### src/common/vector_consts.svh
// Vector dot product constants
// Widths, register map and reset values

`ifndef VECTOR_CONSTS_SVH
`define VECTOR_CONSTS_SVH

// Element and product widths
`define VEC_DATA_WIDTH 16
`define VEC_ACC_WIDTH (2 * `VEC_DATA_WIDTH)

// Vector length field, lengths 1 to 255
`define VEC_LEN_WIDTH 8

// Configuration register map
`define VEC_CFG_ADDR_WIDTH 2
`define VEC_ADDR_LENGTH 2'd0
`define VEC_ADDR_MODE 2'd1
`define VEC_ADDR_STATUS 2'd2

// Length after reset
`define VEC_RESET_LENGTH 8'd1

`endif

### src/common/vector_pkg.sv
// Vector dot product package
// Controller state and accumulate mode types shared by the datapath

`default_nettype none

package vector_pkg;

  ////////////////////
  // Controller FSM
  ////////////////////

  typedef enum logic [2:0] {
    // Wait for start
    IDLE         = 3'd0,
    // Element request strobe
    REQUEST      = 3'd1,
    // Collect operands a and b in any order
    WAIT_ELEM    = 3'd2,
    // Multiplier launch cycle
    MULTIPLY     = 3'd3,
    // Wait for the product, then add or subtract with saturation
    ACCUMULATE   = 3'd4,
    // Advance the index or finish
    UPDATE_INDEX = 3'd5
  } ctrl_state_e;

  ////////////////////
  // Accumulate mode
  ////////////////////

  typedef enum logic [0:0] {
    // sum + a*b
    ACC_ADD = 1'b0,
    // sum - a*b, negated dot product
    ACC_SUB = 1'b1
  } acc_mode_e;

endpackage

`default_nettype wire

### src/hw/vector_config_regs.sv
// Vector configuration registers
// Length, accumulate mode and sticky overflow status with readback

`default_nettype none

`include "vector_consts.svh"

module vector_config_regs (
  input  logic                          CLK,
  input  logic                          RST,
  input  logic                          cfg_we,
  input  logic [`VEC_CFG_ADDR_WIDTH-1:0] cfg_addr,
  input  logic [`VEC_ACC_WIDTH-1:0]     cfg_wdata,
  output logic [`VEC_ACC_WIDTH-1:0]     cfg_rdata,
  input  logic                          ovf,
  output logic [`VEC_LEN_WIDTH-1:0]     length,
  output vector_pkg::acc_mode_e         mode
);

  import vector_pkg::*;

  localparam logic [`VEC_LEN_WIDTH-1:0] MIN_LENGTH = 1;

  logic [`VEC_LEN_WIDTH-1:0] wdata_len;
  logic                      ovf_sticky;

  // Upper bits of the write word are dropped
  assign wdata_len = cfg_wdata[`VEC_LEN_WIDTH-1:0];

  always_ff @(posedge CLK or posedge RST) begin
    if (RST) begin
      length     <= `VEC_RESET_LENGTH;
      mode       <= ACC_ADD;
      ovf_sticky <= 1'b0;
    end else begin
      if (cfg_we && cfg_addr == `VEC_ADDR_LENGTH) begin
        // Zero length is not legal, force one element
        length <= (wdata_len == '0) ? MIN_LENGTH : wdata_len;
      end
      if (cfg_we && cfg_addr == `VEC_ADDR_MODE) begin
        mode <= acc_mode_e'(cfg_wdata[0]);
      end
      // New overflow beats a clear in the same cycle
      if (ovf) begin
        ovf_sticky <= 1'b1;
      end else if (cfg_we && cfg_addr == `VEC_ADDR_STATUS) begin
        ovf_sticky <= 1'b0;
      end
    end
  end

  ////////////////////
  // Readback
  ////////////////////

  always_comb begin
    case (cfg_addr)
      `VEC_ADDR_LENGTH: cfg_rdata = {{(`VEC_ACC_WIDTH - `VEC_LEN_WIDTH){1'b0}}, length};
      `VEC_ADDR_MODE:   cfg_rdata = {{(`VEC_ACC_WIDTH - 1){1'b0}}, mode};
      `VEC_ADDR_STATUS: cfg_rdata = {{(`VEC_ACC_WIDTH - 1){1'b0}}, ovf_sticky};
      default:          cfg_rdata = '0;
    endcase
  end

endmodule

`default_nettype wire

### src/hw/dot_product/scalar_multiplier.sv
// Scalar multiplier
// Iterative signed shift-add, one multiplier bit per cycle

`default_nettype none

`include "vector_consts.svh"

module scalar_multiplier (
  input  logic                              CLK,
  input  logic                              RST,
  input  logic                              start,
  input  logic signed [`VEC_DATA_WIDTH-1:0] a,
  input  logic signed [`VEC_DATA_WIDTH-1:0] b,
  output logic                              done,
  output logic signed [`VEC_ACC_WIDTH-1:0]  product
);

  localparam int STEP_WIDTH = $clog2(`VEC_DATA_WIDTH);
  localparam logic [STEP_WIDTH-1:0] LAST_STEP = STEP_WIDTH'(`VEC_DATA_WIDTH - 1);

  logic                        running;
  logic [STEP_WIDTH-1:0]       step;
  logic                        neg;
  logic [`VEC_DATA_WIDTH-1:0]  a_mag;
  logic [`VEC_DATA_WIDTH-1:0]  b_mag;
  logic [`VEC_ACC_WIDTH-1:0]   a_ext;
  logic [`VEC_ACC_WIDTH-1:0]   mcand;
  logic [`VEC_DATA_WIDTH-1:0]  mplier;
  logic [`VEC_ACC_WIDTH-1:0]   partial;
  logic [`VEC_ACC_WIDTH-1:0]   partial_next;

  // Magnitudes, -32768 maps to 0x8000 unsigned
  assign a_mag = a[`VEC_DATA_WIDTH-1] ? (~a + 1'b1) : a;
  assign b_mag = b[`VEC_DATA_WIDTH-1] ? (~b + 1'b1) : b;
  assign a_ext = {{(`VEC_ACC_WIDTH - `VEC_DATA_WIDTH){1'b0}}, a_mag};

  // Add shifted multiplicand when the current multiplier bit is set
  assign partial_next = partial + (mplier[0] ? mcand : '0);

  ////////////////////
  // Sequencing
  ////////////////////

  always_ff @(posedge CLK or posedge RST) begin
    if (RST) begin
      running <= 1'b0;
      step    <= '0;
      done    <= 1'b0;
    end else begin
      done <= 1'b0;
      if (!running) begin
        // Start while running is dropped
        if (start) begin
          running <= 1'b1;
          step    <= STEP_WIDTH'(1);
        end
      end else if (step == LAST_STEP) begin
        running <= 1'b0;
        done    <= 1'b1;
      end else begin
        step <= step + 1'b1;
      end
    end
  end

  ////////////////////
  // Datapath
  ////////////////////

  always_ff @(posedge CLK) begin
    if (!running) begin
      if (start) begin
        // Bit 0 is consumed in the launch cycle
        partial <= b_mag[0] ? a_ext : '0;
        mcand   <= a_ext << 1;
        mplier  <= b_mag >> 1;
        neg     <= a[`VEC_DATA_WIDTH-1] ^ b[`VEC_DATA_WIDTH-1];
      end
    end else if (step == LAST_STEP) begin
      // Last bit, apply the sign on the way out
      product <= neg ? -partial_next : partial_next;
    end else begin
      partial <= partial_next;
      mcand   <= mcand << 1;
      mplier  <= mplier >> 1;
    end
  end

endmodule

`default_nettype wire

### src/hw/dot_product/dot_product_ctrl.sv
// Dot product controller
// Requests element pairs, drives the multiplier, accumulates with
// saturation and strobes the final sum out

`default_nettype none

`include "vector_consts.svh"

module dot_product_ctrl (
  input  logic                              CLK,
  input  logic                              RST,
  input  logic                              start,
  input  logic [`VEC_LEN_WIDTH-1:0]         length,
  input  vector_pkg::acc_mode_e             mode,
  output logic                              elem_req,
  input  logic                              a_valid,
  input  logic                              b_valid,
  input  logic signed [`VEC_DATA_WIDTH-1:0] a_data,
  input  logic signed [`VEC_DATA_WIDTH-1:0] b_data,
  output logic                              mul_start,
  output logic signed [`VEC_DATA_WIDTH-1:0] mul_a,
  output logic signed [`VEC_DATA_WIDTH-1:0] mul_b,
  input  logic                              mul_done,
  input  logic signed [`VEC_ACC_WIDTH-1:0]  mul_product,
  output logic                              busy,
  output logic                              done,
  output logic                              ovf,
  output logic signed [`VEC_ACC_WIDTH-1:0]  result
);

  import vector_pkg::*;

  localparam logic signed [`VEC_ACC_WIDTH-1:0] ACC_MAX = {1'b0, {(`VEC_ACC_WIDTH-1){1'b1}}};
  localparam logic signed [`VEC_ACC_WIDTH-1:0] ACC_MIN = {1'b1, {(`VEC_ACC_WIDTH-1){1'b0}}};

  ctrl_state_e                       state;
  acc_mode_e                         mode_q;
  logic [`VEC_LEN_WIDTH-1:0]         len_q;
  logic [`VEC_LEN_WIDTH-1:0]         idx;
  logic [`VEC_LEN_WIDTH-1:0]         idx_next;
  logic                              a_got;
  logic                              b_got;
  logic                              pair_done;
  logic signed [`VEC_DATA_WIDTH-1:0] a_q;
  logic signed [`VEC_DATA_WIDTH-1:0] b_q;
  logic signed [`VEC_ACC_WIDTH-1:0]  acc;
  logic signed [`VEC_ACC_WIDTH:0]    acc_wide;
  logic signed [`VEC_ACC_WIDTH-1:0]  acc_sat;
  logic                              clamp;

  // Strobes decoded straight from the state
  assign elem_req  = (state == REQUEST);
  assign mul_start = (state == MULTIPLY);
  assign busy      = (state != IDLE);
  assign mul_a     = a_q;
  assign mul_b     = b_q;

  // Pair is complete once both operands are held or arriving now
  assign pair_done = (a_got | a_valid) & (b_got | b_valid);
  assign idx_next  = idx + 1'b1;

  ////////////////////
  // Saturating add
  ////////////////////

  // One extra bit catches the carry out of the 32-bit range
  assign acc_wide = (mode_q == ACC_SUB) ?
                    ({acc[`VEC_ACC_WIDTH-1], acc} - {mul_product[`VEC_ACC_WIDTH-1], mul_product}) :
                    ({acc[`VEC_ACC_WIDTH-1], acc} + {mul_product[`VEC_ACC_WIDTH-1], mul_product});
  assign clamp    = acc_wide[`VEC_ACC_WIDTH] != acc_wide[`VEC_ACC_WIDTH-1];
  assign acc_sat  = clamp ? (acc_wide[`VEC_ACC_WIDTH] ? ACC_MIN : ACC_MAX) :
                    acc_wide[`VEC_ACC_WIDTH-1:0];

  ////////////////////
  // FSM
  ////////////////////

  always_ff @(posedge CLK or posedge RST) begin
    if (RST) begin
      state  <= IDLE;
      idx    <= '0;
      a_got  <= 1'b0;
      b_got  <= 1'b0;
      done   <= 1'b0;
      ovf    <= 1'b0;
      result <= '0;
    end else begin
      done <= 1'b0;
      ovf  <= 1'b0;
      case (state)
        IDLE: begin
          if (start) begin
            idx   <= '0;
            state <= REQUEST;
          end
        end
        REQUEST: begin
          // Fresh pair for this element
          a_got <= 1'b0;
          b_got <= 1'b0;
          state <= WAIT_ELEM;
        end
        WAIT_ELEM: begin
          if (a_valid) a_got <= 1'b1;
          if (b_valid) b_got <= 1'b1;
          if (pair_done) state <= MULTIPLY;
        end
        MULTIPLY: begin
          state <= ACCUMULATE;
        end
        ACCUMULATE: begin
          if (mul_done) begin
            ovf   <= clamp;
            state <= UPDATE_INDEX;
          end
        end
        UPDATE_INDEX: begin
          if (idx_next == len_q) begin
            // Last element, publish the sum
            done   <= 1'b1;
            result <= acc;
            state  <= IDLE;
          end else begin
            idx   <= idx_next;
            state <= REQUEST;
          end
        end
        default: state <= IDLE;
      endcase
    end
  end

  ////////////////////
  // Operands and sum
  ////////////////////

  always_ff @(posedge CLK) begin
    if (state == IDLE && start) begin
      // Config is sampled once per operation
      len_q  <= length;
      mode_q <= mode;
      acc    <= '0;
    end
    // Repeated strobe overwrites the held operand
    if (state == WAIT_ELEM && a_valid) a_q <= a_data;
    if (state == WAIT_ELEM && b_valid) b_q <= b_data;
    if (state == ACCUMULATE && mul_done) acc <= acc_sat;
  end

endmodule

`default_nettype wire

### src/hw/vector_dot_top.sv
// Vector dot product top level
// Config registers, dot product controller and shift-add multiplier

`default_nettype none

`include "vector_consts.svh"

module vector_dot_top (
  input  logic                              CLK,
  input  logic                              RST,
  input  logic                              cfg_we,
  input  logic [`VEC_CFG_ADDR_WIDTH-1:0]    cfg_addr,
  input  logic [`VEC_ACC_WIDTH-1:0]         cfg_wdata,
  output logic [`VEC_ACC_WIDTH-1:0]         cfg_rdata,
  input  logic                              start,
  output logic                              elem_req,
  input  logic                              a_valid,
  input  logic signed [`VEC_DATA_WIDTH-1:0] a_data,
  input  logic                              b_valid,
  input  logic signed [`VEC_DATA_WIDTH-1:0] b_data,
  output logic                              busy,
  output logic                              done,
  output logic signed [`VEC_ACC_WIDTH-1:0]  result
);

  import vector_pkg::*;

  // Config to controller
  logic [`VEC_LEN_WIDTH-1:0]         length;
  acc_mode_e                         mode;
  logic                              ovf;

  // Controller to multiplier
  logic                              mul_start;
  logic signed [`VEC_DATA_WIDTH-1:0] mul_a;
  logic signed [`VEC_DATA_WIDTH-1:0] mul_b;
  logic                              mul_done;
  logic signed [`VEC_ACC_WIDTH-1:0]  mul_product;

  vector_config_regs u_regs (
    .CLK       (CLK),
    .RST       (RST),
    .cfg_we    (cfg_we),
    .cfg_addr  (cfg_addr),
    .cfg_wdata (cfg_wdata),
    .cfg_rdata (cfg_rdata),
    .ovf       (ovf),
    .length    (length),
    .mode      (mode)
  );

  dot_product_ctrl u_ctrl (
    .CLK         (CLK),
    .RST         (RST),
    .start       (start),
    .length      (length),
    .mode        (mode),
    .elem_req    (elem_req),
    .a_valid     (a_valid),
    .b_valid     (b_valid),
    .a_data      (a_data),
    .b_data      (b_data),
    .mul_start   (mul_start),
    .mul_a       (mul_a),
    .mul_b       (mul_b),
    .mul_done    (mul_done),
    .mul_product (mul_product),
    .busy        (busy),
    .done        (done),
    .ovf         (ovf),
    .result      (result)
  );

  scalar_multiplier u_mul (
    .CLK     (CLK),
    .RST     (RST),
    .start   (mul_start),
    .a       (mul_a),
    .b       (mul_b),
    .done    (mul_done),
    .product (mul_product)
  );

endmodule

`default_nettype wire

### config.mk
export PLATFORM = sky130hd
export DESIGN_NAME = vector_dot_top
export DESIGN_NICKNAME = d
export VERILOG_FILES = /design/src/common/vector_pkg.sv /design/src/hw/vector_config_regs.sv /design/src/hw/dot_product/scalar_multiplier.sv /design/src/hw/dot_product/dot_product_ctrl.sv /design/src/hw/vector_dot_top.sv
export VERILOG_INCLUDE_DIRS = /design/src /design/src/common
export SDC_FILE = /design/constraint.sdc
export NUM_CORES = 1
export LEC_CHECK = 0
export BUFFER_PORTS_ARGS = -buffer_cell sky130_fd_sc_hd__buf_4
export CORE_MARGIN = 2
export CORE_UTILIZATION = 45
export CTS_CLUSTER_DIAMETER = 60
export DETAILED_ROUTE_END_ITERATION = 6
export PLACE_DENSITY = 0.6
export SETUP_SLACK_MARGIN = 0.5
export SLEW_MARGIN = 20
export SYNTH_ARGS = -nofsm -noshare
export SYNTH_HDL_FRONTEND = slang
export SYNTH_HIERARCHICAL = 1
export SYNTH_SLANG_ARGS = --single-unit
### constraint.sdc
create_clock -name CLK -period 5.7 [get_ports CLK]
set_input_delay 0.285 -clock CLK [delete_from_list [all_inputs] [get_ports CLK]]
set_output_delay 0.285 -clock CLK [all_outputs]
set_load 0.05 [all_outputs]
# [Yosys cells after proc, flatten, opt, wreduce, memory -nomap -nowiden]
# Index checks and enable logic that the tools add are counted.
# W data, S select, Z words.
[totals] regBits=249 in_bits=72 output_inout_bits=67 elab_cells=126
[classes] add_sub_neg=8 n_eq_ne=17 mux=47 bitwise=7 reduce_logical=24
[op_table] cell="$mux W32" n=12
[op_table] cell="$mux W16" n=6
[op_table] cell="$add A32 B32 Y33" n=1
[op_table] cell="$mux W33" n=1
[op_table] cell="$sub A32 B32 Y33" n=1
[op_table] cell="$add A16 B1 Y16 const B" n=2
[op_table] cell="$add A32 B32 Y32" n=1
[op_table] cell="$neg A32 Y32" n=1
[op_table] cell="$not A16 Y16" n=2
[op_table] cell="$mux W8" n=3
[op_table] cell="$pmux W8 S3" n=1
[op_table] cell="$pmux W3 S6" n=1
[op_table] cell="$pmux W8 S2" n=1
[op_table] cell="$mux W1" n=14
[op_table] cell="$mux W4" n=3
[op_table] cell="$reduce_and A2 Y1" n=6
[op_table] cell="$ne A2 B2 Y1 const B" n=5
[op_table] cell="$reduce_bool A2 Y1" n=5
[op_table] cell="$mux W3" n=3
[op_table] cell="$add A8 B1 Y8 const B" n=1
[op_table] cell="$eq A8 B8 Y1" n=1
[op_table] cell="$logic_not A8 Y1" n=1
[op_table] cell="$logic_and A1 B1 Y1" n=7
[op_table] cell="$eq A3 B2 Y1 const B" n=2
[op_table] cell="other kinds (17)" n=22

# [Logic depth before layout (Yosys ltp)]
[depth] depth_word=6 ltp_mapped=19 mapped_depth_nobuf=17

# [Hierarchy]
# Netlist, hierarchy kept.
[modules_own_cells] module="scalar_multiplier" n_inst=1 cells_per_inst=714 area_per_inst_um2=7462.2 seq_area_each_um2=3483.3
[modules_own_cells] module="dot_product_ctrl" n_inst=1 cells_per_inst=687 area_per_inst_um2=6929.1 seq_area_each_um2=3368.2
[modules_own_cells] module="vector_config_regs" n_inst=1 cells_per_inst=66 area_per_inst_um2=695.7 seq_area_each_um2=251.5

# [Worst setup path after synthesis]
# OpenSTA, ideal clock, no wires.
[synth_path] path_type="register to register" startpoint="register u_mul.product[2]" endpoint="register u_ctrl.acc[23], data pin" setup_time_ns=0.260 t_arrival_ns=3.666 required_time_ns=5.440 slack_ns=1.774 path_stages_with_launch=18 path_buffers=2 synth_period_minus_slack_ns=3.926 cell_sequence="edfxtp_1 > nor3_1 > and3_1 > and3_1 > a21o_1 > o21a_1 > o21ai_0 > xnor2_1 > ha_1 > clkbuf_1 > and4_1 > nand2_1 > o41ai_1 > xnor2_1 > nand2_1 > nand2b_1 > buf_2 > o21ai_2"
[synth_between] elab_chain_cells=5 word_cells_on_any_way=7 classes_between="2 x add/sub; 1 x eq/ne; 4 x mux"
[synth_rtl] element="start, declared" line_no="scalar_multiplier.sv:15" source="output logic signed [`VEC_ACC_WIDTH-1:0] product"
[synth_rtl] element="start signal, assigned" line_no="scalar_multiplier.sv:81" source="product <= neg ? -partial_next : partial_next;"
[synth_rtl] element="$add A32 B32 Y33 or $sub A32 B32 Y33 (tied branches)" line_no="dot_product_ctrl.sv:69, dot_product_ctrl.sv:68"
[synth_rtl] element="$mux W33 *" line_no="dot_product_ctrl.sv:67" source="assign acc_wide = (mode_q == ACC_SUB) ?"
[synth_rtl] element="$mux W32 or $ne A1 B1 Y1 (tied branches)" line_no="dot_product_ctrl.sv:71, dot_product_ctrl.sv:70"
[synth_rtl] element="$mux W32 *" line_no="dot_product_ctrl.sv:71" source="assign acc_sat = clamp ? (acc_wide[`VEC_ACC_WIDTH] ? ACC_MIN : ACC_MAX) :"
[synth_rtl] element="$mux W32 *" line_no="dot_product_ctrl.sv:147" source="if (state == ACCUMULATE && mul_done) acc <= acc_sat;"
[synth_rtl] element="end signal, assigned" line_no="dot_product_ctrl.sv:147"
[synth_rtl] element="end, declared" line_no="dot_product_ctrl.sv:46" source="logic signed [`VEC_ACC_WIDTH-1:0] acc;"
# Every way passes the cells marked *; elsewhere a longest branch is shown, timed or not.
# A chain may end at the register's enable or synchronous reset.

# [Worst setup path after layout]
[layout_path] startpoint="register u_mul.product[2]" endpoint="register u_ctrl.acc[17], data pin"
# Same word-level chain as after synthesis.

==> flow_metrics.py <==
metrics = {
    "run_status": {
        "outcome": "complete, no violations",
    },
    "finish": {
        "syn2layout_area_growth_pct": 16.4,
        "final_cells": 2060,
        "final_cell_area_sq_mm": 0.0176,
        "register_area_sq_mm": 0.00710,
        "diodes": 0,
        "multi_input_area_sq_mm": 0.00755,
        "fill_cells": 2977,
        "nets": 1729,
        "final_cell_mix": "nand2_1 (207), edfxtp_1 (184), o21ai_0 (110), xnor2_1 (109), buf_4 (99)",
        "layout_commonest_cell": "nand2_1",
        "drive_gt1_frac": 0.145,
    },
    "power": {
        "powerDensity_mw_per_mm2": 545,
        "total_power_uw": 9560,
        "leakage_uw": 0.00716,
        "ir_drop_v": 0.000325,
    },
    "setup_path": {
        "critPathSlowestCell": "edfxtp_1",
        "crit_path_start_kind": "flop",
        "worst-path-buf-inv": 1,
        "max_stage_delay_ns": 0.44,
        "timing.critical_path.cells": "nor3_1, and3_1, and3_1, a21o_1, o21a_1, o21ai_0, xnor2_1, ha_1, a21o_1, a211oi_1, nand2_1, o221ai_1, o41ai_1, xnor2_1, nand2_1, nand2b_1, buf_4, o21ai_0",
        "reg2regPathDepth": 18,
        "cp.depth": 18,
        "reg2reg_to": "u_ctrl/acc[17]",
        "crit_fanout": 31,
        "cp.arrival_ns": 4.98,
        "cp_top_family": "compound AO/OA/AOI/OAI gates",
        "r2r-start": "u_mul/product[2]",
        "worstSetupEndpointType": "flop",
        "worstPathRequired_ns": 5.99,
        "r2r_slack_ns": 1.01,
        "crit_type": "flop to flop",
    },
    "clock_network": {
        "cts_hold_buf": 42,
        "clock_tree.buffer_depth": 3,
        "cts_sinks": 247,
        "htree_levels": 1,
        "clock_latency_ns": 0.57,
        "postCtsSetupBuffers": 0,
        "cts.clk_slew.worst_paths_ns": 0.06,
        "cts_tree": "done",
        "root_buffer": "clkbuf_16",
        "post_cts_resized": 0,
        "cts_buffers": 31,
    },
    "global_routing": {
        "grt_first_pass_wirelength_microns": 51300,
        "grt_use_total": 0.175,
        "grt_antenna_before_repair": 0,
        "grt_max_degree": 89,
        "grt-ovfl-total": 0,
        "grt_pass1_vias": 10600,
    },
    "min_path": {
        "min_from": "cfg_addr[0]",
        "min_to": "u_regs/ovf_sticky",
        "min_path_type": "input pin to flop",
        "holdPathStages": 4,
    },
    "route": {
        "antenna_left": 0,
        "drt_iter0_markers": 548,
        "viasPerCell": 5.24,
        "first_pass_iters": 5,
        "wl_per_cell_microns": 14.9,
        "route.detailed.drc": 0,
        "vias": 10800,
        "wl_microns": 30600,
    },
    "synthesis": {
        "syn_avg_cell_area_sq_um": 10.3,
        "yosysWarnings": 6,
        "synth-seq-area-share": 0.471,
        "synth-compound-area-share": 0.151,
        "synthXorXnorAreaFrac": 0.0961,
        "synth_flop_cell": "edfxtp_1",
        "synth.distinct_cells": 89,
        "synth-edff-count": 184,
        "synthMuxAreaShare": 0.0245,
        "syn_inst": 1467,
        "synth-adder-area-share": 0.0590,
        "ys_ff_latch": 247,
        "synth_simple_gate_area_share": 0.162,
        "synthArstFlopShare": 0.255,
        "synth_top_family_by_area": "simple AND/OR/NAND/NOR gates",
        "synth.cell_area_sq_mm": 0.0151,
    },
    "sta": {
        "worst_slack_ns": 1.01,
        "finalSetupViolations": 0,
        "fin_skew_ns": 0.0245,
        "min_period_ns": 4.69,
        "tns_ns": 0,
        "min_period_over_period": 0.823,
        "slew_viol_final": 0,
        "worst_slew_pin_slew_ns": 0.942,
        "relSlewSlack": 0.372,
        "timing.fmax_mhz": 213,
        "hold_violations": 0,
        "rsz0062_at_grt": "no",
    },
    "place": {
        "dp.cells": 1960,
        "dp_hpwl_microns": 22400,
        "gp_congestion": 0.885,
        "pre_cts_ws_ns": 1.02,
        "io_buffer_count": 90,
        "place_area_sq_mm": 0.0161,
    },
    "floorplanning": {
        "die_h_microns": 187,
        "fp-row-count": 67,
        "dieArea_sq_mm": 0.0350,
        "initial_core_util": 0.453,
        "die_w_microns": 187,
        "core_sq_mm": 0.0333,
        "io_pins": 139,
    },
    "flow_run": {
        "drv_cap": 0,
    },
}
worst max path at each step:
stage                                start        endpoint  slack [ns]
final                     u_mul/product[2]  u_ctrl/acc[17]        1.01
after global routing      u_mul/product[2]  u_ctrl/acc[15]        0.57
after floorplan           u_mul/product[2]  u_ctrl/acc[23]        1.77
after detailed placement  u_mul/product[2]  u_ctrl/acc[17]        1.02
after CTS                 u_mul/product[2]  u_ctrl/acc[17]        1.00
after global placement    u_mul/product[2]   u_ctrl/acc[3]        1.13
stage by stage:
step	hold WS [ns]	util
floorplan	0.0760	-
global placement	0.267	0.484
detailed placement	0.274	0.484
CTS	0.0663	0.527
global route	0.0956	0.528
finish	0.103	0.528
final cells by class:
cell class              instances  area share
clock inverters                10     0.00420
repair buffers                141      0.0663
flip-flops and latches        247       0.405
multi-input cells            1129       0.430
inverters                      37     0.00798
clock buffers                  48      0.0549
well taps                     448      0.0319
cell usage after synthesis, types with 7 or more instances:
cell / count / area, sq um
nor2_1: 52 / 195
nand2b_1: 14 / 87.6
a31oi_1: 13 / 81.3
ha_1: 68 / 851
nor3_1: 23 / 115
inv_1: 36 / 135
o21ai_2: 10 / 87.6
nor4_1: 12 / 75.1
dfrtp_1: 62 / 1550
nand3_1: 29 / 145
nor2b_1: 9 / 56.3
a21oi_1: 85 / 425
and2_1: 72 / 450
nand2_1: 207 / 777
o21a_1: 12 / 90.1
a21o_1: 29 / 218
and3_1: 13 / 81.3
xnor2_1: 109 / 955
o21ai_0: 110 / 551
o31ai_1: 18 / 135
mux2_2: 20 / 225
buf_4: 24 / 180
nand4_1: 9 / 56.3
clkbuf_1: 42 / 158
mux2_4: 7 / 105
edfxtp_1: 184 / 5530
or2_2: 7 / 43.8
a211oi_1: 7 / 52.6
xor2_1: 51 / 447
or3_1: 9 / 56.3
power by group:
part	leakage [uW]	switching, uW	internal, uW
registers	0.00263	294	2780
clock network	0.000513	752	1170
logic	0.00402	2750	1830
total	0.00716	3790	5770
layer usage:
metal,vias to the layer above,share of wire,global-route usage
met5,-,0,0
met4,0,0.017,0.0403
met3,34,0.038,0.0250
li1,5507,-,-
met2,195,0.47,0.297
met1,5055,0.48,0.238
sequential cells by signal, indices dropped and copies added, names as in the netlist, 3 cells and up:
register and cells:
u_ctrl/idx 8, u_mul/partial 32, u_mul/step 4, u_mul/mcand 31, u_ctrl/result 32, u_ctrl/acc 32
u_mul/product 32, u_ctrl/state 3, u_ctrl/mul_a 16, u_mul/mplier 15, u_regs/length 8, u_ctrl/mul_b 16
u_ctrl/len_q 8
logic make-up after synthesis:
group,Yosys count
and+or+nand+nor,490
AOI/OAI and AO/OA,351
DFF,247
xor gates and xnor gates,163
buffers and inverters,114
adders and majority gates,70
muxes,31
other,1
worst min-delay path: stages:
cell and delay [ns]:
buf_4 0.12, nor2b_1 0.06, nand2_1 0.06, a21o_1 0.10
No activity file was read; power rests on OpenSTA's default activity.
